==> src/rtl/gamePkg.sv <==
// shared definitions for the raster display path
// screen timing, RGB332 colour constants and the pixel/request/colour structs
// every display module imports this package

package gamePkg;

	// 640x480 at 60 Hz, horizontal timing in pixel clocks
	localparam int H_VISIBLE = 640;
	localparam int H_FRONT   = 16;
	localparam int H_SYNC    = 96;
	localparam int H_BACK    = 48;
	localparam int H_TOTAL   = H_VISIBLE + H_FRONT + H_SYNC + H_BACK;

	// vertical timing in lines
	localparam int V_VISIBLE = 480;
	localparam int V_FRONT   = 10;
	localparam int V_SYNC    = 2;
	localparam int V_BACK    = 33;
	localparam int V_TOTAL   = V_VISIBLE + V_FRONT + V_SYNC + V_BACK;

	// clocks from a coordinate leaving the timing generator to its colour at the pins
	localparam int PIPE_DELAY = 2;

	// width of one screen coordinate
	localparam int COORD_WIDTH = 10;

	// RGB332 colours, red 7:5, green 4:2, blue 1:0
	localparam logic [7:0] BORDER_COLOR = 8'b101_101_10;
	localparam logic [7:0] GRID_COLOR   = 8'b010_100_01;
	localparam logic [7:0] FIELD_COLOR  = 8'b000_001_01;
	localparam logic [7:0] PLAYER_COLOR = 8'b111_110_00;
	localparam logic [7:0] PRIZE_COLOR  = 8'b111_000_11;

	// background geometry in pixels
	localparam int BORDER_WIDTH = 8;
	localparam int GRID_STEP    = 32;

	// current pixel as seen by every drawer
	typedef struct packed {
		logic [COORD_WIDTH-1:0] x;
		logic [COORD_WIDTH-1:0] y;
		logic                   visible;
	} pixelPos_t;

	// one object's answer for the current pixel
	typedef struct packed {
		logic       request;
		logic [7:0] rgb;
	} drawReq_t;

	// colour at the output pins
	typedef struct packed {
		logic [7:0] red;
		logic [7:0] green;
		logic [7:0] blue;
	} rgb24_t;

	// source that won a pixel
	typedef enum logic [1:0] {
		layerPlayer,
		layerPrize,
		layerBackground,
		layerBlank
	} layer_t;

endpackage

==> src/rtl/backgroundDrawer.sv <==
// background layer
// answers every visible pixel with a border, a grid line or the plain field
// colour, registered once like the object drawers

`timescale 1ns/1ps

module backgroundDrawer (
	input  logic               clk,
	input  logic               resetN,
	input  gamePkg::pixelPos_t pos,
	output gamePkg::drawReq_t  drawReq
);

	import gamePkg::*;

	logic       onBorder;
	logic       onGrid;
	logic [7:0] pixelColor;

	// within BORDER_WIDTH of any of the four screen edges
	assign onBorder = (pos.x < BORDER_WIDTH) ||
		(pos.x >= H_VISIBLE - BORDER_WIDTH) ||
		(pos.y < BORDER_WIDTH) ||
		(pos.y >= V_VISIBLE - BORDER_WIDTH);

	assign onGrid = ((pos.x % GRID_STEP) == 0) || ((pos.y % GRID_STEP) == 0);

	always_comb begin
		if (onBorder)
			pixelColor = BORDER_COLOR;
		else if (onGrid)
			pixelColor = GRID_COLOR;
		else
			pixelColor = FIELD_COLOR;
	end

	always_ff @(posedge clk or negedge resetN) begin
		if (!resetN) begin
			drawReq <= '0;
		end else begin
			drawReq.request <= pos.visible;
			drawReq.rgb     <= pos.visible ? pixelColor : 8'h00;
		end
	end

endmodule

==> src/rtl/gameDisplayTop.sv <==
// display path top level
// timing generator feeds the player, prize and background drawers,
// whose requests the mux turns into 24-bit colour with aligned syncs

`timescale 1ns/1ps

module gameDisplayTop (
	input  logic                            clk,
	input  logic                            resetN,
	input  logic [gamePkg::COORD_WIDTH-1:0] playerX,
	input  logic [gamePkg::COORD_WIDTH-1:0] playerY,
	input  logic [gamePkg::COORD_WIDTH-1:0] prizeX,
	input  logic [gamePkg::COORD_WIDTH-1:0] prizeY,
	output gamePkg::rgb24_t                 rgbOut,
	output logic                            hSync,
	output logic                            vSync
);

	import gamePkg::*;

	pixelPos_t pos;
	logic      hSyncRaw;
	logic      vSyncRaw;
	drawReq_t  playerReq;
	drawReq_t  prizeReq;
	drawReq_t  backgroundReq;

	vgaTiming i_timing (
		.clk    (clk),
		.resetN (resetN),
		.pos    (pos),
		.hSync  (hSyncRaw),
		.vSync  (vSyncRaw)
	);

	rectDrawer #(
		.WIDTH  (32),
		.HEIGHT (32),
		.COLOR  (PLAYER_COLOR)
	) i_player (
		.clk      (clk),
		.resetN   (resetN),
		.pos      (pos),
		.topLeftX (playerX),
		.topLeftY (playerY),
		.drawReq  (playerReq)
	);

	rectDrawer #(
		.WIDTH  (16),
		.HEIGHT (16),
		.COLOR  (PRIZE_COLOR)
	) i_prize (
		.clk      (clk),
		.resetN   (resetN),
		.pos      (pos),
		.topLeftX (prizeX),
		.topLeftY (prizeY),
		.drawReq  (prizeReq)
	);

	backgroundDrawer i_background (
		.clk     (clk),
		.resetN  (resetN),
		.pos     (pos),
		.drawReq (backgroundReq)
	);

	objectsMux i_mux (
		.clk           (clk),
		.resetN        (resetN),
		.playerReq     (playerReq),
		.prizeReq      (prizeReq),
		.backgroundReq (backgroundReq),
		.hSyncIn       (hSyncRaw),
		.vSyncIn       (vSyncRaw),
		.rgbOut        (rgbOut),
		.hSync         (hSync),
		.vSync         (vSync)
	);

endmodule

==> src/rtl/objectsMux.sv <==
// priority mux for the drawing layers
// player beats prize beats background, black when nobody asks
// the winner is expanded from RGB332 to 24 bits and registered, and the
// raw sync bits are delayed to line up with the colour

`timescale 1ns/1ps

module objectsMux (
	input  logic              clk,
	input  logic              resetN,
	input  gamePkg::drawReq_t playerReq,
	input  gamePkg::drawReq_t prizeReq,
	input  gamePkg::drawReq_t backgroundReq,
	input  logic              hSyncIn,
	input  logic              vSyncIn,
	output gamePkg::rgb24_t   rgbOut,
	output logic              hSync,
	output logic              vSync
);

	import gamePkg::*;

	layer_t                winner;
	logic [7:0]            winnerRgb;
	logic [PIPE_DELAY-1:0] hSyncPipe;
	logic [PIPE_DELAY-1:0] vSyncPipe;

	// low bits of each channel repeat the field lsb
	function automatic rgb24_t expand332(input logic [7:0] c);
		rgb24_t e;
		e.red   = {c[7:5], {5{c[5]}}};
		e.green = {c[4:2], {5{c[2]}}};
		e.blue  = {c[1:0], {6{c[0]}}};
		return e;
	endfunction

	always_comb begin
		if (playerReq.request) begin
			winner    = layerPlayer;
			winnerRgb = playerReq.rgb;
		end else if (prizeReq.request) begin
			winner    = layerPrize;
			winnerRgb = prizeReq.rgb;
		end else if (backgroundReq.request) begin
			winner    = layerBackground;
			winnerRgb = backgroundReq.rgb;
		end else begin
			winner    = layerBlank;
			winnerRgb = 8'h00;
		end
	end

	always_ff @(posedge clk or negedge resetN) begin
		if (!resetN) begin
			rgbOut <= '0;
		end else if (winner == layerBlank) begin
			rgbOut <= '0;
		end else begin
			rgbOut <= expand332(winnerRgb);
		end
	end

	// sync bits come straight from the timing generator, so they need the
	// drawer stage plus this stage to match the colour
	always_ff @(posedge clk or negedge resetN) begin
		if (!resetN) begin
			hSyncPipe <= '1;
			vSyncPipe <= '1;
		end else begin
			hSyncPipe <= {hSyncPipe[PIPE_DELAY-2:0], hSyncIn};
			vSyncPipe <= {vSyncPipe[PIPE_DELAY-2:0], vSyncIn};
		end
	end

	assign hSync = hSyncPipe[PIPE_DELAY-1];
	assign vSync = vSyncPipe[PIPE_DELAY-1];

	// objects never draw where the background is silent, i.e. off screen
	noObjectOffScreen: assert property (
		@(posedge clk) disable iff (!resetN)
		!backgroundReq.request |-> (winner == layerBlank)
	);

endmodule

==> src/rtl/rectDrawer.sv <==
// solid rectangle drawer
// requests its colour for every visible pixel inside the box that
// starts at topLeft and spans WIDTH x HEIGHT pixels, one clock of latency

`timescale 1ns/1ps

module rectDrawer #(
	parameter int         WIDTH  = 32,
	parameter int         HEIGHT = 32,
	parameter logic [7:0] COLOR  = 8'hFF
) (
	input  logic                            clk,
	input  logic                            resetN,
	input  gamePkg::pixelPos_t              pos,
	input  logic [gamePkg::COORD_WIDTH-1:0] topLeftX,
	input  logic [gamePkg::COORD_WIDTH-1:0] topLeftY,
	output gamePkg::drawReq_t               drawReq
);

	import gamePkg::*;

	logic insideX;
	logic insideY;
	logic hit;

	// half-open box, int sizes keep the sum from wrapping
	assign insideX = (pos.x >= topLeftX) && (pos.x < topLeftX + WIDTH);
	assign insideY = (pos.y >= topLeftY) && (pos.y < topLeftY + HEIGHT);
	assign hit     = pos.visible && insideX && insideY;

	always_ff @(posedge clk or negedge resetN) begin
		if (!resetN) begin
			drawReq <= '0;
		end else begin
			drawReq.request <= hit;
			// colour only meaningful with the request
			drawReq.rgb     <= hit ? COLOR : 8'h00;
		end
	end

endmodule

==> src/rtl/vgaTiming.sv <==
// VGA timing generator for the 640x480 screen
// walks the raster one pixel per clock and registers the coordinate,
// the visible flag and both active-low sync levels together

`timescale 1ns/1ps

module vgaTiming (
	input  logic               clk,
	input  logic               resetN,
	output gamePkg::pixelPos_t pos,
	output logic               hSync,
	output logic               vSync
);

	import gamePkg::*;

	logic [COORD_WIDTH-1:0] hCount;
	logic [COORD_WIDTH-1:0] vCount;
	logic                   lineEnd;
	logic                   hSyncNext;
	logic                   vSyncNext;

	assign lineEnd = (hCount == H_TOTAL - 1);

	// sync pulses are low inside the sync window
	assign hSyncNext = !((hCount >= H_VISIBLE + H_FRONT) &&
		(hCount < H_VISIBLE + H_FRONT + H_SYNC));
	assign vSyncNext = !((vCount >= V_VISIBLE + V_FRONT) &&
		(vCount < V_VISIBLE + V_FRONT + V_SYNC));

	always_ff @(posedge clk or negedge resetN) begin
		if (!resetN) begin
			hCount <= '0;
			vCount <= '0;
		end else begin
			if (lineEnd) begin
				hCount <= '0;
				// last line of the frame wraps the vertical count too
				if (vCount == V_TOTAL - 1)
					vCount <= '0;
				else
					vCount <= vCount + 1'b1;
			end else begin
				hCount <= hCount + 1'b1;
			end
		end
	end

	// output stage, everything leaves in the same clock
	always_ff @(posedge clk or negedge resetN) begin
		if (!resetN) begin
			pos   <= '0;
			hSync <= 1'b1;
			vSync <= 1'b1;
		end else begin
			pos.x       <= hCount;
			pos.y       <= vCount;
			pos.visible <= (hCount < H_VISIBLE) && (vCount < V_VISIBLE);
			hSync       <= hSyncNext;
			vSync       <= vSyncNext;
		end
	end

	hCountInRange: assert property (
		@(posedge clk) disable iff (!resetN)
		hCount < H_TOTAL
	);

	// vertical sync edges only at the first pixel of a line
	vSyncAtLineStart: assert property (
		@(posedge clk) disable iff (!resetN)
		$changed(vSync) |-> (pos.x == 0)
	);

endmodule

==> config.mk <==
export PLATFORM = sky130hd
export DESIGN_NAME = gameDisplayTop
export DESIGN_NICKNAME = d
export VERILOG_FILES = /design/src/rtl/gamePkg.sv /design/src/rtl/backgroundDrawer.sv /design/src/rtl/gameDisplayTop.sv /design/src/rtl/objectsMux.sv /design/src/rtl/rectDrawer.sv /design/src/rtl/vgaTiming.sv
export SDC_FILE = /design/constraint.sdc
export NUM_CORES = 1
export LEC_CHECK = 0
export BUFFER_PORTS_ARGS = -buffer_cell sky130_fd_sc_hd__clkbuf_2
export CELL_PAD_IN_SITES_DETAIL_PLACEMENT = 0
export CELL_PAD_IN_SITES_GLOBAL_PLACEMENT = 2
export CORE_UTILIZATION = 36
export DETAILED_ROUTE_END_ITERATION = 12
export PLACE_DENSITY_LB_ADDON = 0.1
export SLEW_MARGIN = 15
export SYNTH_ARGS = -nofsm -noshare
export SYNTH_HDL_FRONTEND = slang
export SYNTH_SLANG_ARGS = --single-unit
export TNS_END_PERCENT = 1
==> constraint.sdc <==
create_clock -name clk -period 2.4 [get_ports clk]
set_clock_uncertainty 0.15 [all_clocks]
set_input_delay 0.6 -clock clk [delete_from_list [all_inputs] [get_ports clk]]
set_output_delay 0.6 -clock clk [all_outputs]
set_load 0.01 [all_outputs]
==> results.toml, run 1 <==
[power_and_ir_drop]
swShare_pct = 23.5
p_leak_nw = 2.62
ir_worst_vdd_uv = 405
p_int_mw = 1.98
pwr-share-comb_pct = 9.6
power_mw = 2.58
clockPowerShare_pct = 49.9
powerDensity_mw_per_mm2 = 505
p_seq_share_pct = 40.5
p_sw_uw = 608

[detailed_routing]
wl_per_cell_um = 13.8
drc_errors = 0
drt_iter0_drc = 98
vias_per_cell = 5.01
routed_wl_um = 9290
final_antenna_net_count = 0
num_vias = 3373
drtPass1Iterations = 4

[final_layout]
final_common_cell = "ha_1"
nNetsFinal = 637
final_cell_mix = "ha_1 (70), clkbuf_2 (67), dfrtp_1 (56), inv_1 (54), nand2_1 (29)"
diodes = 0
area_delta_synth_final_pct = 20.7
layout-drive-gt1-share_pct = 22.1

[floorplanning]
initial_core_util_pct = 37.0
chipWidth_um = 111
std_cell_rows = 39
dieArea_mm2 = 0.0122
die_h_um = 111
pin_count = 68
coreArea_mm2 = 0.0115

[setup_path]
worstPathRequired_ns = 2.46
endpoint_kind = "register"
rr_worst_depth = 5
cp_max_fo = 2
cp.arrival_ns = 2.33
endpoint = "i_prize.drawReq[6]"
worstSetupStartpoint = "prizeY[4]"
r2r_end = "i_prize.drawReq[6]"
criticalPathCategory = "in -> reg"
r2r_setup_slack_ns = 0.34
r2r_start = "i_timing.pos[19]"
start_kind = "primary input"

[clock_tree]
cts_tree = "yes"
clockBufferDepth = 2
postCtsSetupBuffers = 0
cts.sinks = 62
clk_pin_slew_worst_paths_ns = 0.05
cts_buffers = 9
cts-htree-levels = 3
cts-root-buf = "clkbuf_16"
clk_latency_ns = 0.33

[sta]
rsz0062_at_grt = "no"
finalMaxSlewViolations = 0
worst_pin_slew_ns = 0.311
holdWs_ns = 0.204
relSlewSlack_pct = 78.8
hold_violations = 0
period_share_pct = 94.5
finalSetupViolations = 0
setup_ws_ns = 0.133
layout_min_cycle_time_ns = 2.27
fmax_mhz = 441

[synthesis]
syn_nets = 554
synth_compound_area_share_pct = 12.0
synth-edff-count = 0
synth_top_family_by_area = "adder cells"
synth-xor-area-share_pct = 4.96
synth_mux_area_share_pct = 0
synthSimpleGateAreaFrac_pct = 17.4
mappedNetlistArea_mm2 = 0.00424
synthArstFlopShare_pct = 100
synthAdderAreaFrac_pct = 20.7
ys_seq_area_share_pct = 36.8
synth_warnings = 0
synth_ff_type = "dfrtp_1"
synth_cell_type_count = 49
syn_inst = 442
avgSynthCellArea_um2 = 9.59
synth-seq-cells = 62

[global_route]
grt_max_degree = 31
grt_pass1_vias = 3356
antenna_found_initial = 0
grt_overflow_total = 0
grt_pass1_wl_um = 16100
grt_use_total_pct = 16.6

[hold_path]
hold_path.class = "reg -> reg"

[flow_run]
maxCapViolCount = 0

[placement]
port_buffers = 67
place_congestion = 0.823
pre_cts_ws_ns = -0.221
dp_hpwl_um = 7570

[outcome]
outcome = "finished, final reports clean"
==> what timing repair did <==
action	CTS	global route
hold endpoints to repair	7	0
hold buffers	1	0
setup endpoints to repair	0	1
resized for setup	0	1
==> per-stage QoR <==
stage / instances / cell area [µm²] / setup TNS [ns] / utilization (%)
floorplan: 442 / 4240 / 0 / -
global placement: 656 / 4800 / -0.185 / 41.9
detailed placement: 656 / 4800 / -0.307 / 41.9
CTS: 673 / 5110 / 0 / 44.6
global route: 673 / 5120 / 0 / 44.6
finish: 673 / 5120 / 0 / 44.6
==> cell families after synthesis <==
kind of cell | after synthesis
flops | 62
simple gates | 131
xor+xnor | 24
fa+ha+maj | 70
buf+inv | 74
compound gates | 81
==> critical path, stage by stage <==
cell	delay, ns
clkbuf_2	0.09
ha_1	0.17
nand3_1	0.11
xnor2_1	0.14
ha_1	0.29
a2111o_1	0.43
nor2_1	0.09
a211oi_1	0.09
nor4b_1	0.32
==> Yosys cell counts (all sizes together), types with 3 or more instances <==
cell type | count | area (µm²)
ha | 70 | 876
dfrtp | 56 | 1400
inv | 54 | 203
nand2 | 29 | 109
a21oi | 25 | 125
nand3 | 20 | 113
o21ai | 20 | 100
xnor2 | 20 | 175
nor2 | 19 | 71.3
buf | 18 | 139
nor3 | 11 | 55.1
nand4 | 8 | 50.1
nand2b | 7 | 43.8
and3 | 6 | 37.5
and4 | 6 | 55.1
dfstp | 6 | 158
o211ai | 6 | 45.0
nor2b | 5 | 31.3
nor4b | 5 | 58.8
a211oi | 4 | 30.0
nor4 | 4 | 25.0
o31ai | 4 | 30.0
xor2 | 4 | 35.0
and2 | 3 | 18.8
nor3b | 3 | 22.5
o2111ai | 3 | 26.3
o21a | 3 | 22.5
==> sequential cells by signal, indices dropped and copies added (netlist names) <==
register,flops
i_mux.hSyncPipe,2
i_player.drawReq,1
i_timing.hSync,1
i_timing.hCount,10
i_background.drawReq,6
i_timing.vCount,10
i_mux.rgbOut,7
i_timing.pos,21
i_prize.drawReq,1
i_mux.vSyncPipe,2
i_timing.vSync,1
==> power groups by stage <==
stage / clock network [mW] / registers [mW] / logic (mW)
finish: 1.29 / 1.05 / 0.247
floorplan: 0 / 1.06 / 0.122
global placement: 0 / 1.06 / 0.245
detailed placement: 0 / 1.06 / 0.248
CTS: 1.33 / 1.05 / 0.252
global route: 1.37 / 1.05 / 0.286
==> routing by layer <==
metal  routed length [µm]  GRT usage, %  vias to the layer above
met4                   80          4.27                        0
met2                 4290          26.7                       61
met5                    0             0                        -
met1                 4570          22.4                     1585
met3                  349          3.84                        7
li1                     -             -                     1720
==> worst min path at each step <==
stage | start | end | slack, ns | depth (start not counted)
final | i_mux.vSyncPipe[0] | i_mux.vSyncPipe[1] | 0.20 | 0
after global routing | i_timing.vSync | i_mux.vSyncPipe[0] | 0.21 | 0
after CTS | i_timing.vSync | i_mux.vSyncPipe[0] | 0.21 | 0
after detailed placement | i_timing.vSync | i_mux.vSyncPipe[0] | 0.20 | 0
after global placement | i_mux.vSyncPipe[0] | i_mux.vSyncPipe[1] | 0.20 | 0
after floorplan | resetN | i_background.drawReq[0] | 0.15 | 0
==> layout make-up <==
class / instances / area, µm²
fill: 1124 / 6350
multi-input combinational: 306 / 2340
sequential: 62 / 1560
timing repair buffer: 92 / 538
clock buffer: 10 / 229
inverter: 54 / 203
tap: 143 / 179
clock inverter: 6 / 70.1
Power figures use the tool's default switching activity.
==> run 2, diff against run 1 <==
ABC_AREA = 1   (was default)
CORE_UTILIZATION = 34   (was 36)
MAX_ROUTING_LAYER = met4   (was default)
==> run 2 against run 1 <==
Effect of this change:
- synthesized cell count grew 27%
- final area grew 1.8%
- sequential power about the same
- count of clock-buffer cells in the layout rose by 1
- fmax is 17% higher
- highest routed layer unchanged
- die area rose by 11%
- utilization shrank 3.7 points
- via count up 6.3%
- hold slack got worse by 0.12 ns
- sequential cell count unchanged
==> results.toml, run 2 <==
[floorplanning]
std_cell_rows = 41
initial_core_util_pct = 35.1
chipWidth_um = 117
dieArea_mm2 = 0.0136
pin_count = 68
coreArea_mm2 = 0.0127
die_h_um = 117

[clock_tree]
cts_buffers = 9
clk_pin_slew_worst_paths_ns = 0.05
clockBufferDepth = 2
cts.sinks = 62
cts_resized = 0
cts-root-buf = "clkbuf_16"
cts-htree-levels = 3
clk_latency_ns = 0.32
postCtsSetupBuffers = 0
hold_buffers = 0
cts_tree = "yes"

[final_layout]
final_cell_mix = "nand2_1 (118), inv_1 (91), ha_1 (70), clkbuf_2 (67), dfrtp_1 (56)"
nFillCells = 1403
final_common_cell = "nand2_1"
regMostFlops = "i_timing.pos"
layout-drive-gt1-share_pct = 16.1
largest_reg_flops = 21
diodes = 0
nNetsFinal = 733
area_delta_synth_final_pct = 16.5
top_regs = "i_timing.pos x21, i_timing.hCount x10, i_timing.vCount x10"

[sta]
rsz0062_at_grt = "no"
holdWs_ns = 0.0845
finalSetupViolations = 0
tns_ns = 0
fmax_mhz = 517
worst_pin_slew_ns = 0.494
setup_ws_ns = 0.466
hold_violations = 0
relSlewSlack_pct = 67.0
layout_min_cycle_time_ns = 1.93
finalMaxSlewViolations = 0
period_share_pct = 80.6

[global_route]
grt_use_total_pct = 16.0
grt_pass1_wl_um = 16000
grt_max_degree = 29
grt_pass1_vias = 3441
antenna_found_initial = 0
grt_overflow_total = 0

[setup_path]
rr_worst_depth = 7
cp.arrival_ns = 1.99
r2r_setup_slack_ns = 0.51
start_kind = "primary input"
worstSetupStartpoint = "prizeY[6]"
worstPathRequired_ns = 2.46
criticalPathCategory = "in -> reg"
r2r_start = "i_timing.hCount[1]"
r2r_end = "i_timing.vCount[3]"
endpoint_kind = "register"
cp_max_fo = 5
endpoint = "i_prize.drawReq[6]"

[synthesis]
synthArstFlopShare_pct = 100
synth_top_area_share_pct = 31.4
synth_warnings = 0
avgSynthCellArea_um2 = 7.96
yosysTopAreaCell = "dfrtp_1"
yosys-top-cells-area = "dfrtp_1 (31%), ha_1 (20%), nand2_1 (9.9%), inv_1 (7.6%), nor2_1 (4.1%)"
synth_cell_type_count = 37
mappedNetlistArea_mm2 = 0.00447
syn_nets = 673
synthTopCellsByCount = "nand2_1 (118), inv_1 (91), ha_1 (70), dfrtp_1 (56), nor2_1 (49)"
synth_ff_type = "dfrtp_1"
synth-seq-cells = 62
syn_inst = 561
synth-edff-count = 0
synthMostInstantiatedCell = "nand2_1"
ys_seq_area_share_pct = 34.9

[power_and_ir_drop]
p_leak_nw = 2.94
ir_worst_vdd_uv = 309
powerDensity_mw_per_mm2 = 499

[outcome]
outcome = "finished, final reports clean"

[detailed_routing]
drtPass1Iterations = 4
drt_iter0_drc = 116
vias_per_cell = 4.49
num_vias = 3587
drc_errors = 0
wl_per_cell_um = 12.0
routed_wl_um = 9540
final_antenna_net_count = 0

[placement]
pre_cts_ws_ns = 0.114
dp_hpwl_um = 7980
place_congestion = 0.783
port_buffers = 67

[hold_path]
hold_path.class = "in -> async"

[flow_run]
maxCapViolCount = 0
[run 2: changes by cell type in the layout (fill, tap and decap cells not counted), moves of 9 or more]
| cell | change |
|---|---|
| nand2_1 | +89 |
| inv_1 | +37 |
| nor2_1 | +30 |
| buf_4 | -21 |
| nand3_1 | +17 |
| xnor2_1 | -16 |
| o21ai_0 | -9 |
[run 2: cell type report]
type	instances	area (µm²)	area share, %
multi-input cells	386	2410	46.3
clock inverters	5	75.1	1.44
inverters	92	345	6.63
repair buffers	70	370	7.11
flip-flops and latches	62	1560	29.9
well taps	172	215	4.13
clock buffers	11	233	4.47
[run 2: critical path, cell delays in order]
cell and delay (ns):
clkbuf_2 0.13, nand3_1 0.12, nor3_1 0.21, xor2_1 0.11
ha_1 0.30, a21oi_1 0.06, or2_2 0.30, nand3_1 0.11
nor2_1 0.05
[run 2: cell families (layout without fill, tap and decap cells)]
logic type | Yosys count | in the layout | synth area share, %
AND/OR/NAND/NOR | 244 | 244 | 24.1
buffers and inverters | 113 | 178 | 11.2
adder cells (fa/ha/maj) | 70 | 70 | 19.6
flip-flops | 62 | 62 | 34.9
AO/OA/AOI/OAI | 56 | 56 | 7.08
XOR/XNOR | 16 | 16 | 3.14
[run 2: where the power goes]
group / internal [mW] / switching (mW) / leakage [nW] / total [mW]
Combinational: 0.0916 / 0.127 / 2.01 / 0.219
Clock: 0.902 / 0.429 / 0.153 / 1.33
Sequential: 1.05 / 0.0000165 / 0.774 / 1.05
[run 2: worst min path at each step]
stage / cells after the start / slack, ns / to
finish: 1 / 0.08 / i_mux.rgbOut[6]
global route: 1 / 0.11 / i_timing.pos[14]
CTS: 1 / 0.09 / i_timing.pos[12]
detailed placement: 0 / 0.20 / i_mux.vSyncPipe[1]
global placement: 0 / 0.20 / i_mux.hSyncPipe[0]
floorplan: 0 / 0.15 / i_background.drawReq[0]
[run 2: layer usage]
metal,wire length [µm],part of all wire [%],GRT usage (%)
met1,4920,52,21.4
met2,4250,45,24.5
met3,249,2.6,2.96
met4,121,1.3,5.06
met5,0,0,-
[run 2: metrics by stage]
stage | util (%) | cells | total power, mW | instance area [µm²]
final | 40.9 | 798 | 2.60 | 5210
after global routing | 40.9 | 798 | 2.73 | 5210
after CTS | 40.9 | 798 | 2.64 | 5210
after detailed placement | 38.5 | 782 | 1.29 | 4900
after global placement | 38.5 | 782 | 1.29 | 4900
after floorplan | - | 561 | 1.19 | 4470
==> run 3, diff against run 2 <==
clock period = 1.85 ns   (was 2.4 ns; I/O delays follow)
==> run 3 against run 2 <==
Effect of this change:
- first-iteration DRC count fell by 24%
- die area unchanged
- cell count rose by 2.6%
- critical path type unchanged
- the flow now finishes with violations (negative hold slack)
- largest cell class unchanged
==> results.toml, run 3 (same netlist as run 2, synthesis figures left out) <==
[clock_tree]
cts.sinks = 62
postCtsSetupBuffers = 0
clk_pin_slew_worst_paths_ns = 0.05
hold_buffers = 0
cts_resized = 0
cts_tree = "yes"
cts-htree-levels = 3
clockBufferDepth = 2
cts-root-buf = "clkbuf_16"
cts_buffers = 9
clk_latency_ns = 0.32

[setup_path]
r2r_start = "i_timing.pos[10]"
worstPathRequired_ns = 1.95
crit_family = "adder cells"
rr_worst_depth = 7
cp_max_fo = 2
worstSetupStartpoint = "playerX[5]"
criticalPathCategory = "in -> reg"
worst_path_largest_cell_delay_ns = 0.30
endpoint_kind = "register"
critPathMostFrequentCell = "ha_1"
endpoint = "i_player.drawReq[6]"
r2r_setup_slack_ns = 0.17
path_cells = "clkbuf_2 > ha_1 > nand3_1 > xor2_1 > ha_1 > a21o_1 > a21oi_1 > nand4_1 > nor2_2"
path_buf_inv = 1
start_kind = "primary input"
cp_slowest_cell = "ha_1"
r2r_end = "i_prize.drawReq[6]"
cp.arrival_ns = 1.84
cp.depth = 9

[global_route]
grt_overflow_total = 0
antenna_found_initial = 0
grt_pass1_wl_um = 15600
grt_pass1_vias = 3360
grt_use_total_pct = 15.5
grt_max_degree = 63

[final_layout]
area_delta_synth_final_pct = 19.8
final_cell_mix = "nand2_1 (118), inv_1 (91), ha_1 (70), clkbuf_2 (67), dfrtp_1 (56)"
final_common_cell = "nand2_1"
nNetsFinal = 754
diodes = 0
layout-drive-gt1-share_pct = 19.3
post-route-util_pct = 42.1
nFillCells = 1362
regMostFlops = "i_timing.pos"
top_regs = "i_timing.pos x21, i_timing.hCount x10, i_timing.vCount x10"
largest_reg_flops = 21

[placement]
place_congestion = 0.820
dp_hpwl_um = 7880
port_buffers = 67

[outcome]
violations = "negative hold slack"
outcome = "complete, but fails checks"

[power_and_ir_drop]
powerDensity_mw_per_mm2 = 603
p_leak_nw = 3.02
ir_worst_vdd_uv = 445
power_mw = 3.23

[sta]
layout_min_cycle_time_ns = 1.74
period_share_pct = 94.0
holdWs_ns = -0.00490
fmax_mhz = 575
hold_violations = 7
rsz0062_at_grt = "yes"
relSlewSlack_pct = 77.8
finalMaxSlewViolations = 0
finalSetupViolations = 0
worst_pin_slew_ns = 0.334

[floorplanning]
pin_count = 68
coreArea_mm2 = 0.0127
dieArea_mm2 = 0.0136
die_h_um = 117
std_cell_rows = 41
initial_core_util_pct = 35.1
chipWidth_um = 117

[detailed_routing]
vias_per_cell = 4.44
drc_errors = 0
routed_wl_um = 9600
final_antenna_net_count = 0
drt_iter0_drc = 88
num_vias = 3636
wl_per_cell_um = 11.7
drtPass1Iterations = 4

[flow_run]
maxCapViolCount = 0

[hold_path]
hold_path.class = "in -> async"
run 3: worst register-to-register path: cells and delay by family, from the launching register on:
| kind | cells | cell delay [ns] |
|---|---|---|
| simple gates | 6 | 0.64 |
| flops | 1 | 0.47 |
| fa+ha+maj | 1 | 0.34 |
run 3: per-layer routing:
layer  track usage, %  part of all wire, %  vias to the layer above
met4             4.56                  1.0                        0
met1             21.1                   53                     1626
met5                -                    0                        -
met3             2.80                  2.3                        8
li1                 -                    -                     1964
met2             23.4                   44                       38
run 3: area by class of cell:
class                           instances  area (µm²)  share of cell area (%)
Sequential cell                        62        1560                    29.1
Inverter                               92         345                    6.45
Timing Repair Buffer                   91         528                    9.87
Tap cell                              172         215                    4.02
Multi-Input combinational cell        386        2420                    45.1
Clock inverter                          3        17.5                   0.327
Clock buffer                           13         270                    5.05
run 3: worst min-delay path by stage:
stage / startpoint / end / slack (ns) / depth (start not counted)
2_1_floorplan: resetN / i_background.drawReq[0] / 0.02 / 0
3_3_place_gp: i_timing.hSync / i_mux.hSyncPipe[0] / 0.20 / 0
3_5_place_dp: i_timing.hSync / i_mux.hSyncPipe[0] / 0.20 / 0
4_1_cts: resetN / i_mux.rgbOut[21] / 0.009 / 2
5_1_grt: resetN / i_mux.rgbOut[21] / 0.03 / 2
6_report: resetN / i_mux.rgbOut[21] / -0.005 / 2
run 3: report_power, final:
| part | switching (mW) | total [mW] | internal, mW | leakage, nW |
|---|---|---|---|---|
| Sequential | 0.0000214 | 1.36 | 1.36 | 0.774 |
| Clock | 0.551 | 1.56 | 1.01 | 0.142 |
| Combinational | 0.170 | 0.307 | 0.137 | 2.11 |
run 3: stage by stage:
step	hold slack, ns	setup TNS, ns	setup WS [ns]	instance area [µm²]	std cells
after detailed placement	0.197	-0.425	-0.214	5060	803
after CTS	0.00891	0	0.105	5340	819
after global placement	0.199	-0.397	-0.205	5060	803
after global routing	0.0300	-0.000392	-0.000392	5350	819
final	-0.00490	0	0.112	5350	819
after floorplan	0.0169	0	0.0263	4470	561
